## src/rtl/axi_lite_pkg.sv

```systemverilog
package axi_lite_pkg;

    localparam int AXI_ADDR_W = 32;
    localparam int AXI_DATA_W = 32;

    // read response codes, same encoding as the AXI spec
    typedef enum logic [1:0] {
        RESP_OKAY   = 2'b00,
        RESP_EXOKAY = 2'b01,
        RESP_SLVERR = 2'b10,
        RESP_DECERR = 2'b11
    } axi_resp_e;

    // AR channel payload, master to slave
    typedef struct packed {
        logic [AXI_ADDR_W-1:0] addr;
        logic [2:0]            prot;
    } axi_ar_t;

    // R channel payload, slave to master
    typedef struct packed {
        logic [AXI_DATA_W-1:0] data;
        axi_resp_e             resp;
    } axi_r_t;

endpackage

```

## src/rtl/fetch_pkg.sv

```systemverilog
package fetch_pkg;

    localparam int XLEN        = 32;
    localparam int INST_LEN    = 32;
    localparam int QUEUE_DEPTH = 2;

    // queue pointer and occupancy widths
    localparam int QPTR_W = (QUEUE_DEPTH > 1) ? $clog2(QUEUE_DEPTH) : 1;
    localparam int QCNT_W = $clog2(QUEUE_DEPTH + 1);

    localparam logic [XLEN-1:0] RESET_PC = 32'h8000_0000;

    // one fetched word as handed to decode
    typedef struct packed {
        logic [XLEN-1:0]     pc;
        logic [INST_LEN-1:0] instr;
        logic                fault;   // response was not OKAY
    } fetch_entry_t;

    typedef enum logic [1:0] {
        FETCH_IDLE = 2'd0,
        FETCH_ADDR = 2'd1,   // ar_valid up, waiting for ar_ready
        FETCH_DATA = 2'd2    // r_ready up, waiting for r_valid
    } fetch_state_e;

endpackage

```

## src/rtl/pc_gen.sv

```systemverilog
module pc_gen
    import fetch_pkg::*;
(
    input  logic            clk,
    input  logic            rst_n_i,
    input  logic            advance_i,
    input  logic            redirect_i,
    input  logic [XLEN-1:0] redirect_pc_i,
    output logic [XLEN-1:0] pc_o
);

    logic [XLEN-1:0] pc_q;
    logic [XLEN-1:0] pc_d;

    always_comb begin
        pc_d = pc_q;
        if (redirect_i) begin
            pc_d = redirect_pc_i;        // redirect beats advance
        end else if (advance_i) begin
            pc_d = pc_q + XLEN'(4);
        end
    end

    always_ff @(posedge clk or negedge rst_n_i) begin
        if (!rst_n_i) begin
            pc_q <= RESET_PC;
        end else begin
            pc_q <= pc_d;
        end
    end

    assign pc_o = pc_q;

    // only word fetches, no compressed instructions
    a_pc_aligned: assert property (
        @(posedge clk) disable iff (!rst_n_i)
        pc_o[1:0] == 2'b00
    ) else $error("pc_gen: misaligned pc %h", pc_o);

endmodule

```

## src/rtl/fetch_fsm.sv

```systemverilog
module fetch_fsm
    import axi_lite_pkg::*;
    import fetch_pkg::*;
(
    input  logic            clk,
    input  logic            rst_n_i,
    input  logic [XLEN-1:0] pc_i,
    input  logic            redirect_i,
    input  logic            full_i,
    // AR channel
    output logic            ar_valid_o,
    output axi_ar_t         ar_o,
    input  logic            ar_ready_i,
    // R channel
    input  logic            r_valid_i,
    input  axi_r_t          r_i,
    output logic            r_ready_o,
    // to pc_gen and queue
    output logic            advance_o,
    output logic            push_o,
    output fetch_entry_t    entry_o
);

    // instruction access, unprivileged, secure
    localparam logic [2:0] AR_PROT = 3'b100;

    fetch_state_e    state_q;
    fetch_state_e    state_d;
    logic [XLEN-1:0] req_pc_q;
    logic            killed_q;
    logic            ar_fire;
    logic            r_fire;

    assign ar_valid_o = (state_q == FETCH_ADDR);
    assign r_ready_o  = (state_q == FETCH_DATA);
    assign ar_fire    = ar_valid_o && ar_ready_i;
    assign r_fire     = r_valid_i && r_ready_o;

    always_comb begin
        state_d = state_q;
        case (state_q)
            FETCH_IDLE: begin
                // hold off one cycle on redirect so pc_i carries the target
                if (!full_i && !redirect_i) begin
                    state_d = FETCH_ADDR;
                end
            end
            FETCH_ADDR: begin
                if (ar_fire) begin
                    state_d = FETCH_DATA;
                end
            end
            FETCH_DATA: begin
                if (r_fire) begin
                    state_d = FETCH_IDLE;
                end
            end
            default: state_d = FETCH_IDLE;
        endcase
    end

    always_ff @(posedge clk or negedge rst_n_i) begin
        if (!rst_n_i) begin
            state_q  <= FETCH_IDLE;
            killed_q <= 1'b0;
        end else begin
            state_q <= state_d;
            if (state_q == FETCH_IDLE || r_fire) begin
                killed_q <= 1'b0;
            end else if (redirect_i) begin
                killed_q <= 1'b1;        // read stays on the bus, data gets dropped
            end
        end
    end

    // request address, held until the AR transfer
    always_ff @(posedge clk) begin
        if (state_q == FETCH_IDLE && state_d == FETCH_ADDR) begin
            req_pc_q <= pc_i;
        end
    end

    assign ar_o.addr = req_pc_q;
    assign ar_o.prot = AR_PROT;

    // a killed read must not step the freshly loaded pc
    assign advance_o = ar_fire && !killed_q && !redirect_i;
    assign push_o    = r_fire && !killed_q && !redirect_i;

    assign entry_o.pc    = req_pc_q;
    assign entry_o.instr = r_i.data;
    assign entry_o.fault = (r_i.resp != RESP_OKAY);

    a_ar_stable: assert property (
        @(posedge clk) disable iff (!rst_n_i)
        ar_valid_o && !ar_ready_i |=> ar_valid_o && $stable(ar_o.addr)
    ) else $error("fetch_fsm: AR dropped or changed before transfer");

    // launch gating on full_i plus a single outstanding read
    a_no_push_full: assert property (
        @(posedge clk) disable iff (!rst_n_i)
        push_o |-> !full_i
    ) else $error("fetch_fsm: push into full queue");

endmodule

```

## src/rtl/inst_queue.sv

```systemverilog
module inst_queue
    import fetch_pkg::*;
(
    input  logic         clk,
    input  logic         rst_n_i,
    input  logic         flush_i,
    input  logic         push_i,
    input  fetch_entry_t entry_i,
    input  logic         pop_ready_i,
    output logic         full_o,
    output logic         valid_o,
    output fetch_entry_t entry_o
);

    fetch_entry_t      mem [QUEUE_DEPTH];
    logic [QPTR_W-1:0] wr_ptr_q;
    logic [QPTR_W-1:0] rd_ptr_q;
    logic [QCNT_W-1:0] count_q;
    logic              pop;

    function automatic logic [QPTR_W-1:0] ptr_inc(input logic [QPTR_W-1:0] ptr);
        logic [QPTR_W-1:0] nxt;
        nxt = (ptr == QPTR_W'(QUEUE_DEPTH - 1)) ? '0 : ptr + 1'b1;
        return nxt;
    endfunction

    assign valid_o = (count_q != '0);
    assign full_o  = (count_q == QCNT_W'(QUEUE_DEPTH));
    assign entry_o = mem[rd_ptr_q];
    assign pop     = valid_o && pop_ready_i;

    always_ff @(posedge clk or negedge rst_n_i) begin
        if (!rst_n_i) begin
            wr_ptr_q <= '0;
            rd_ptr_q <= '0;
            count_q  <= '0;
        end else if (flush_i) begin
            wr_ptr_q <= '0;
            rd_ptr_q <= '0;
            count_q  <= '0;
        end else begin
            if (push_i) begin
                wr_ptr_q <= ptr_inc(wr_ptr_q);
            end
            if (pop) begin
                rd_ptr_q <= ptr_inc(rd_ptr_q);
            end
            case ({push_i, pop})
                2'b10:   count_q <= count_q + 1'b1;
                2'b01:   count_q <= count_q - 1'b1;
                default: count_q <= count_q;   // both or neither
            endcase
        end
    end

    always_ff @(posedge clk) begin
        if (push_i) begin
            mem[wr_ptr_q] <= entry_i;
        end
    end

    a_count_bound: assert property (
        @(posedge clk) disable iff (!rst_n_i)
        count_q <= QCNT_W'(QUEUE_DEPTH)
    ) else $error("inst_queue: count %0d over depth", count_q);

endmodule

```

## src/rtl/fetch_top.sv

```systemverilog
module fetch_top
    import axi_lite_pkg::*;
    import fetch_pkg::*;
(
    input  logic            clk,
    input  logic            rst_n_i,
    input  logic            redirect_i,
    input  logic [XLEN-1:0] redirect_pc_i,
    // AXI4-Lite read port
    output logic            ar_valid_o,
    output axi_ar_t         ar_o,
    input  logic            ar_ready_i,
    input  logic            r_valid_i,
    input  axi_r_t          r_i,
    output logic            r_ready_o,
    // decode side
    output logic            inst_valid_o,
    output fetch_entry_t    inst_o,
    input  logic            inst_ready_i
);

    logic [XLEN-1:0] pc;
    logic            advance;
    logic            push;
    logic            queue_full;
    fetch_entry_t    fetch_entry;

    pc_gen u_pc_gen (
        .clk           (clk),
        .rst_n_i       (rst_n_i),
        .advance_i     (advance),
        .redirect_i    (redirect_i),
        .redirect_pc_i (redirect_pc_i),
        .pc_o          (pc)
    );

    fetch_fsm u_fetch_fsm (
        .clk        (clk),
        .rst_n_i    (rst_n_i),
        .pc_i       (pc),
        .redirect_i (redirect_i),
        .full_i     (queue_full),
        .ar_valid_o (ar_valid_o),
        .ar_o       (ar_o),
        .ar_ready_i (ar_ready_i),
        .r_valid_i  (r_valid_i),
        .r_i        (r_i),
        .r_ready_o  (r_ready_o),
        .advance_o  (advance),
        .push_o     (push),
        .entry_o    (fetch_entry)
    );

    inst_queue u_inst_queue (
        .clk         (clk),
        .rst_n_i     (rst_n_i),
        .flush_i     (redirect_i),      // redirect drops everything queued
        .push_i      (push),
        .entry_i     (fetch_entry),
        .pop_ready_i (inst_ready_i),
        .full_o      (queue_full),
        .valid_o     (inst_valid_o),
        .entry_o     (inst_o)
    );

endmodule

```

## config.mk

```make
export PLATFORM = sky130hd
export DESIGN_NAME = fetch_top
export DESIGN_NICKNAME = d
export VERILOG_FILES = /design/src/rtl/axi_lite_pkg.sv /design/src/rtl/fetch_pkg.sv /design/src/rtl/pc_gen.sv /design/src/rtl/fetch_fsm.sv /design/src/rtl/inst_queue.sv /design/src/rtl/fetch_top.sv
export SDC_FILE = /design/constraint.sdc
export NUM_CORES = 1
export LEC_CHECK = 0
export ABC_CLOCK_PERIOD_IN_PS = 4850
export BUFFER_PORTS_ARGS = -buffer_cell sky130_fd_sc_hd__buf_4
export CORE_MARGIN = 8
export CORE_UTILIZATION = 41
export CTS_CLUSTER_SIZE = 30
export DETAILED_ROUTE_END_ITERATION = 12
export HOLD_SLACK_MARGIN = 0.1
export PLACE_DENSITY = 0.61
export SETUP_SLACK_MARGIN = 0.3
export SYNTH_ARGS = -nofsm -noshare
export SYNTH_HDL_FRONTEND = slang
export SYNTH_HIERARCHICAL = 1
export SYNTH_SLANG_ARGS = --single-unit
```

## constraint.sdc

```tcl
create_clock -name clk -period 4.85 [get_ports clk]
set_input_delay 0.2425 -clock clk [delete_from_list [all_inputs] [get_ports clk]]
set_output_delay 0.2425 -clock clk [all_outputs]
set_load 0.01 [all_outputs]
```

**Word level (Yosys, flattened, before mapping)**

Memory sizes are Yosys's and may differ from the RTL's.
Cells that the tools add are included.
W data, S select, Z words.

- Bits in registers: 71
- Logic and storage cells: 58
- RAM bits: 130
- Memories kept: 1

Memory list:

| memory | words | bits a word | read ports | clocked after memory_dff | write ports | RTL line | text |
|---|---|---|---|---|---|---|---|
| u_inst_queue.mem | 2 | 65 | 1 | 0 | 1 | inst_queue.sv:15 | `fetch_entry_t mem [QUEUE_DEPTH];` |

- Equal/unequal tests: 6
- Add/sub/neg operators: 5
- Reduce and logical (&&, ||, !) cells: 21
- Muxes and demuxes: 18

Operators with widths:

| operator | number |
|---|---|
| $mux W32 | 2 |
| $add A32 B3 Y32 const B | 1 |
| $reduce_bool A2 Y1 | 6 |
| $mux W1 | 10 |
| $logic_and A1 B1 Y1 | 9 |
| $mux W2 | 4 |
| $eq A2 B1 Y1 const B | 3 |
| $eq A2 B2 Y1 const B | 3 |
| $pmux W2 S3 | 1 |
| $pmux W2 S2 | 1 |
| $logic_not A1 Y1 | 3 |
| $reduce_bool A3 Y1 | 1 |
| $add A1 B1 Y1 const B | 2 |
| $add A2 B1 Y2 const B | 1 |
| $logic_not A2 Y1 | 1 |
| $sub A2 B1 Y2 const B | 1 |
| $logic_or A1 B1 Y1 | 1 |

**Longest topological paths before layout**

- Depth after elaboration: 7
- Mapped depth: 9
- Gate-level depth less buffers: 6

**By module**

Netlist, hierarchy kept.

By module, submodules not included:

| module | sequential area each (um^2) | cells an instance | instances | area an instance (um^2) |
|---|---|---|---|---|
| inst_queue | 4003.8 | 225 | 1 | 4936.0 |
| pc_gen | 802.0 | 200 | 1 | 1821.7 |
| fetch_fsm | 1036.0 | 117 | 1 | 1641.6 |

**Worst setup path before layout**

Ideal clock, no wire load.

- Path type: flip-flop to flip-flop
- From: register u_fetch_fsm.state_q[0]
- To: memory u_inst_queue/mem[0][0] in the netlist's numbering (enable)
- Data arrival time: 3.878 ns
- Library setup time: 0.496 ns
- Cell stages (with the launch flop): 5
- Slack: 0.476 ns
- Required time: 4.354 ns
- Clock period less this slack: 4.374 ns
- Cell sequence: dfrtp_1 > nand2b_1 > nor4b_2 > buf_4 > nor2b_1

- Cells in the longest elaborated chain, start to end: 6

RTL lines:

| what | RTL line | text |
|---|---|---|
| start: declaration | fetch_fsm.sv:27 | `fetch_state_e state_q;` |
| start signal: assignment | fetch_fsm.sv:67 | `state_q <= state_d;` |
| $eq A2 B2 Y1 | fetch_fsm.sv:35 | `assign r_ready_o = (state_q == FETCH_DATA);` |
| $logic_and A1 B1 Y1 | fetch_fsm.sv:37 | `assign r_fire = r_valid_i && r_ready_o;` |
| $logic_and A1 B1 Y1 (2 in a row) | fetch_fsm.sv:88 | `assign push_o = r_fire && !killed_q && !redirect_i;` |
| named net push | fetch_top.sv:24 | `logic push;` |
| $mux W1 | inst_queue.sv:57 | `if (push_i) begin` |
| $mux W1 (implied by the code) | inst_queue.sv:58 | `mem[wr_ptr_q] <= entry_i;` |
| end: declaration | inst_queue.sv:15 |  |

The timed path passes the listed nets, and every way through them passes these cells.

**Final worst setup path**

- From: register u_fetch_fsm.state_q[1]
- To: register u_pc_gen.pc_q[27], in the netlist u_pc_gen/pc_o[27]

- Cells in the longest elaborated chain, start to end: 5

RTL lines:

| what | RTL line | text |
|---|---|---|
| $eq A2 B1 Y1 | fetch_fsm.sv:34 | `assign ar_valid_o = (state_q == FETCH_ADDR);` |
| $logic_and A1 B1 Y1 | fetch_fsm.sv:36 | `assign ar_fire = ar_valid_o && ar_ready_i;` |
| $logic_and A1 B1 Y1 (2 in a row) | fetch_fsm.sv:87 | `assign advance_o = ar_fire && !killed_q && !redirect_i;` |
| named net advance | fetch_top.sv:23 | `logic advance;` |
| $reduce_bool A2 Y1 (no source line) | n/a |  |
| end signal: assignment | pc_gen.sv:28 | `pc_q <= pc_d;` |
| end: declaration | pc_gen.sv:12 | `logic [XLEN-1:0] pc_q;` |

The timed path passes the listed nets, and every way through them passes these cells.
A chain may end at the register's enable or synchronous reset.

==> flow_summary.yaml <==
clock_tree:
  cts_buffers: 22
  h-tree-depth: 1
  post_cts_buffers: 0
  cts.sinks: 201
  ctsResizeCount: 0
  cts_hold_buf: 71
  cts_tree: "built"
  clockBufferDepth: 3
  insertion_delay_ns: 0.49
  cts-root-buf: "clkbuf_16"
  clk_pin_slew_ns: 0.06
floorplanning:
  dieArea_sq_um: 25300
  die_y_um: 159
  dieWidth_um: 159
  coreArea_sq_um: 20200
  ioPinCount: 175
  initial_utilization_pct: 41.6
  placement_rows: 52
global_routing:
  grt_use_total_pct: 13.4
  grt_pass1_wl_um: 27700
  grt_start_max_net_pins: 67
  grt_pass1_vias: 5253
  grt_overflow: 0
  antenna_found_initial: 1
min_path:
  min_to: "u_inst_queue/rd_ptr_q$_DFFE_PN0P_"
  worst_hold_startpoint: "redirect_i"
  hold_path_class: "in -> reg"
  whs_path_depth: 2
synthesis:
  yosys-top-cells-area: "edfxtp_1, dfrtp_1, buf_4"
  ys_seq_area_share_pct: 69.6
  synth_top_area_share_pct: 57.9
  ys_types: 47
  synth.avg_cell_area_sq_um: 15.5
  synth-edff-count: 162
  ys.warnings.count: 6
  synth_ff_type: "edfxtp_1"
  yosys.area.top_type: "edfxtp_1"
  ys_async_sr_fraction_pct: 19.4
  synth_area_sq_um: 8400
  postSynthCellCount: 542
  ys_seq_elements: 201
setup_path:
  crit_buf_inv: 0
  reg2reg_slack_ns: 1.75
  required_ns: 5.25
  cp-start-kind: "flip-flop"
  rr_worst_depth: 6
  crit_start: "u_fetch_fsm/state_q[1]$_DFF_PN0_"
  crit_slowest_cell: "nor3_1"
  cp_cell_sequence: "nand3b_1 -> nor3_1 -> nand4_2 -> or4b_4 -> or4_1 -> a31oi_1"
  slowest_delay_ns: 0.65
  reg2reg_from: "u_fetch_fsm/state_q[1]$_DFF_PN0_"
  cp_data_arrival_time_ns: 3.49
  cp_max_fo: 11
  cp_top_family: "simple AND/OR/NAND/NOR gates"
  end_kind: "flip-flop"
  r2r-end: "u_pc_gen/pc_o[27]$_DFFE_PN0N_"
  crit_type: "reg -> reg"
final_layout:
  nets: 797
  n_fill_cell: 1660
  syn2layout_area_growth_pct: 29.2
  drive_gt1_share_pct: 33.1
  multi_input_area_sq_um: 1920
  seq_area_sq_um: 5850
  layout_common_cells: "buf_4, edfxtp_1, dlygate4sd3_1"
  mostFrequentLayoutCell: "buf_4"
timing:
  rsz0062_at_grt: "no"
  fin_setup_tns_ns: 0
  finalSetupViolations: 0
  finalHoldViolCount: 0
  skew_ns: 0.00709
  slew_headroom_pct: 36.5
  period_minus_slack_ns: 3.10
  final_max_slew_viol_count: 0
  min_period_over_period_pct: 63.8
  clock.fmax_ghz: 0.323
  worstMarginPinSlew_ns: 0.953
drt:
  vias: 4894
  wl_per_cell_um: 17.4
  initialDrtViolationCount: 238
  ant_nets: 0
  avgViaCountPerCell: 4.84
  drcViolationCount: 0
  routed_wl_um: 17600
  first_pass_iters: 4
placed_design:
  io_buffers: 171
  dp_hpwl_um: 11600
  gp_congestion: 0.768
power_and_ir_drop:
  p_per_area_nw_per_um2: 397
  finalPower_mw: 4.31
  ir_drop_mv: 0.240
  total_leakage_power_nw: 4.02
run:
  drv_cap: 0
outcome:
  status: "completed"
==> stage by stage <==
| stage | utilization, % | cell area (sq um) | std cells | hold slack, ns | setup slack [ns] |
|---|---|---|---|---|---|
| floorplan | - | 8400 | 543 | -0.0531 | 0.476 |
| global placement | 46.7 | 9420 | 899 | 0.245 | 1.81 |
| detailed placement | 46.7 | 9420 | 899 | 0.255 | 1.75 |
| CTS | 53.8 | 10800 | 1010 | 0.182 | 1.75 |
| global route | 53.8 | 10900 | 1011 | 0.234 | 1.53 |
| finish | 53.8 | 10900 | 1011 | 0.191 | 1.75 |
==> metal layers <==
layer	GRT usage (%)	up-vias	routed length [um]	part of all wire, %
met5	0	-	0	0
met4	4.59	0	432	2.5
met3	2.69	35	870	4.9
met2	24.9	147	9290	53
met1	15.1	2376	7030	40
li1	-	2336	-	-
==> layout make-up <==
cell class / count / area share, %
clock buffers: 31 / 5.95
multi-input cells: 250 / 17.7
clock inverters: 9 / 0.623
diodes: 1 / 0.0231
flip-flops and latches: 201 / 53.9
well taps: 270 / 3.11
inverters: 5 / 0.173
repair buffers: 244 / 18.5
==> worst register-to-register path: stages (launching register included) <==
cell and delay (ns):
dfrtp_1 0.44, nand3b_1 0.20, nor3_1 0.65, nand4_2 0.37, or4b_4 0.64, or4_1 0.52
a31oi_1 0.20
==> synthesized netlist by cell type (3+ instances only) <==
master    count
xor2_1        7
or4_1        12
o31ai_1      12
nor2_1       18
inv_1         4
nand3_1       9
mux2_2       27
nor2b_1       3
nor4_1        4
a31oi_1      13
dfrtp_1      38
a21oi_1       3
buf_2         3
buf_6         7
buf_4        68
edfxtp_1    162
nand4_1       7
mux2_1       40
xnor2_1      10
nand2_1      25
clkbuf_1      9
and4_1        6
o21ai_0      20
nor3_1        5
==> power breakdown <==
group | switching [mW] | internal [mW] | total [mW]
clock | 0.620 | 0.978 | 1.60
sequential | 0.124 | 2.06 | 2.19
combinational | 0.251 | 0.273 | 0.524
total | 0.996 | 3.31 | 4.31
==> sequential cells by signal, indices dropped and copies added (netlist names) <==
register and cells:
u_inst_queue/mem 130, u_fetch_fsm/req_pc_q 32, u_pc_gen/pc_o 32, u_fetch_fsm/state_q 2
u_inst_queue/count_q 2, u_fetch_fsm/killed_q 1, u_inst_queue/rd_ptr_q 1, u_inst_queue/wr_ptr_q 1
==> how the worst max path moves through the flow <==
stage | slack (ns) | cells past startpoint | endpoint
floorplan | 0.48 | 4 | u_inst_queue/mem[0][0]$_DFFE_PP_
global placement | 1.81 | 6 | u_pc_gen/pc_o[27]$_DFFE_PN0N_
detailed placement | 1.75 | 6 | u_pc_gen/pc_o[27]$_DFFE_PN0N_
CTS | 1.75 | 6 | u_pc_gen/pc_o[27]$_DFFE_PN0N_
global route | 1.53 | 6 | u_pc_gen/pc_o[25]$_DFFE_PN0N_
finish | 1.75 | 6 | u_pc_gen/pc_o[27]$_DFFE_PN0N_
==> kinds of logic after synthesis <==
family / Yosys count / synth area share [%]
DFF: 201 / 69.6
xor gates and xnor gates: 17 / 1.77
other: 2 / 0.0894
adders and majority gates: 1 / 0.149
AOI/OAI and AO/OA: 53 / 3.93
muxes: 69 / 9.28
and+or+nand+nor: 107 / 7.40
buffers and inverters: 92 / 7.82
Power figures use the tool's default switching activity.
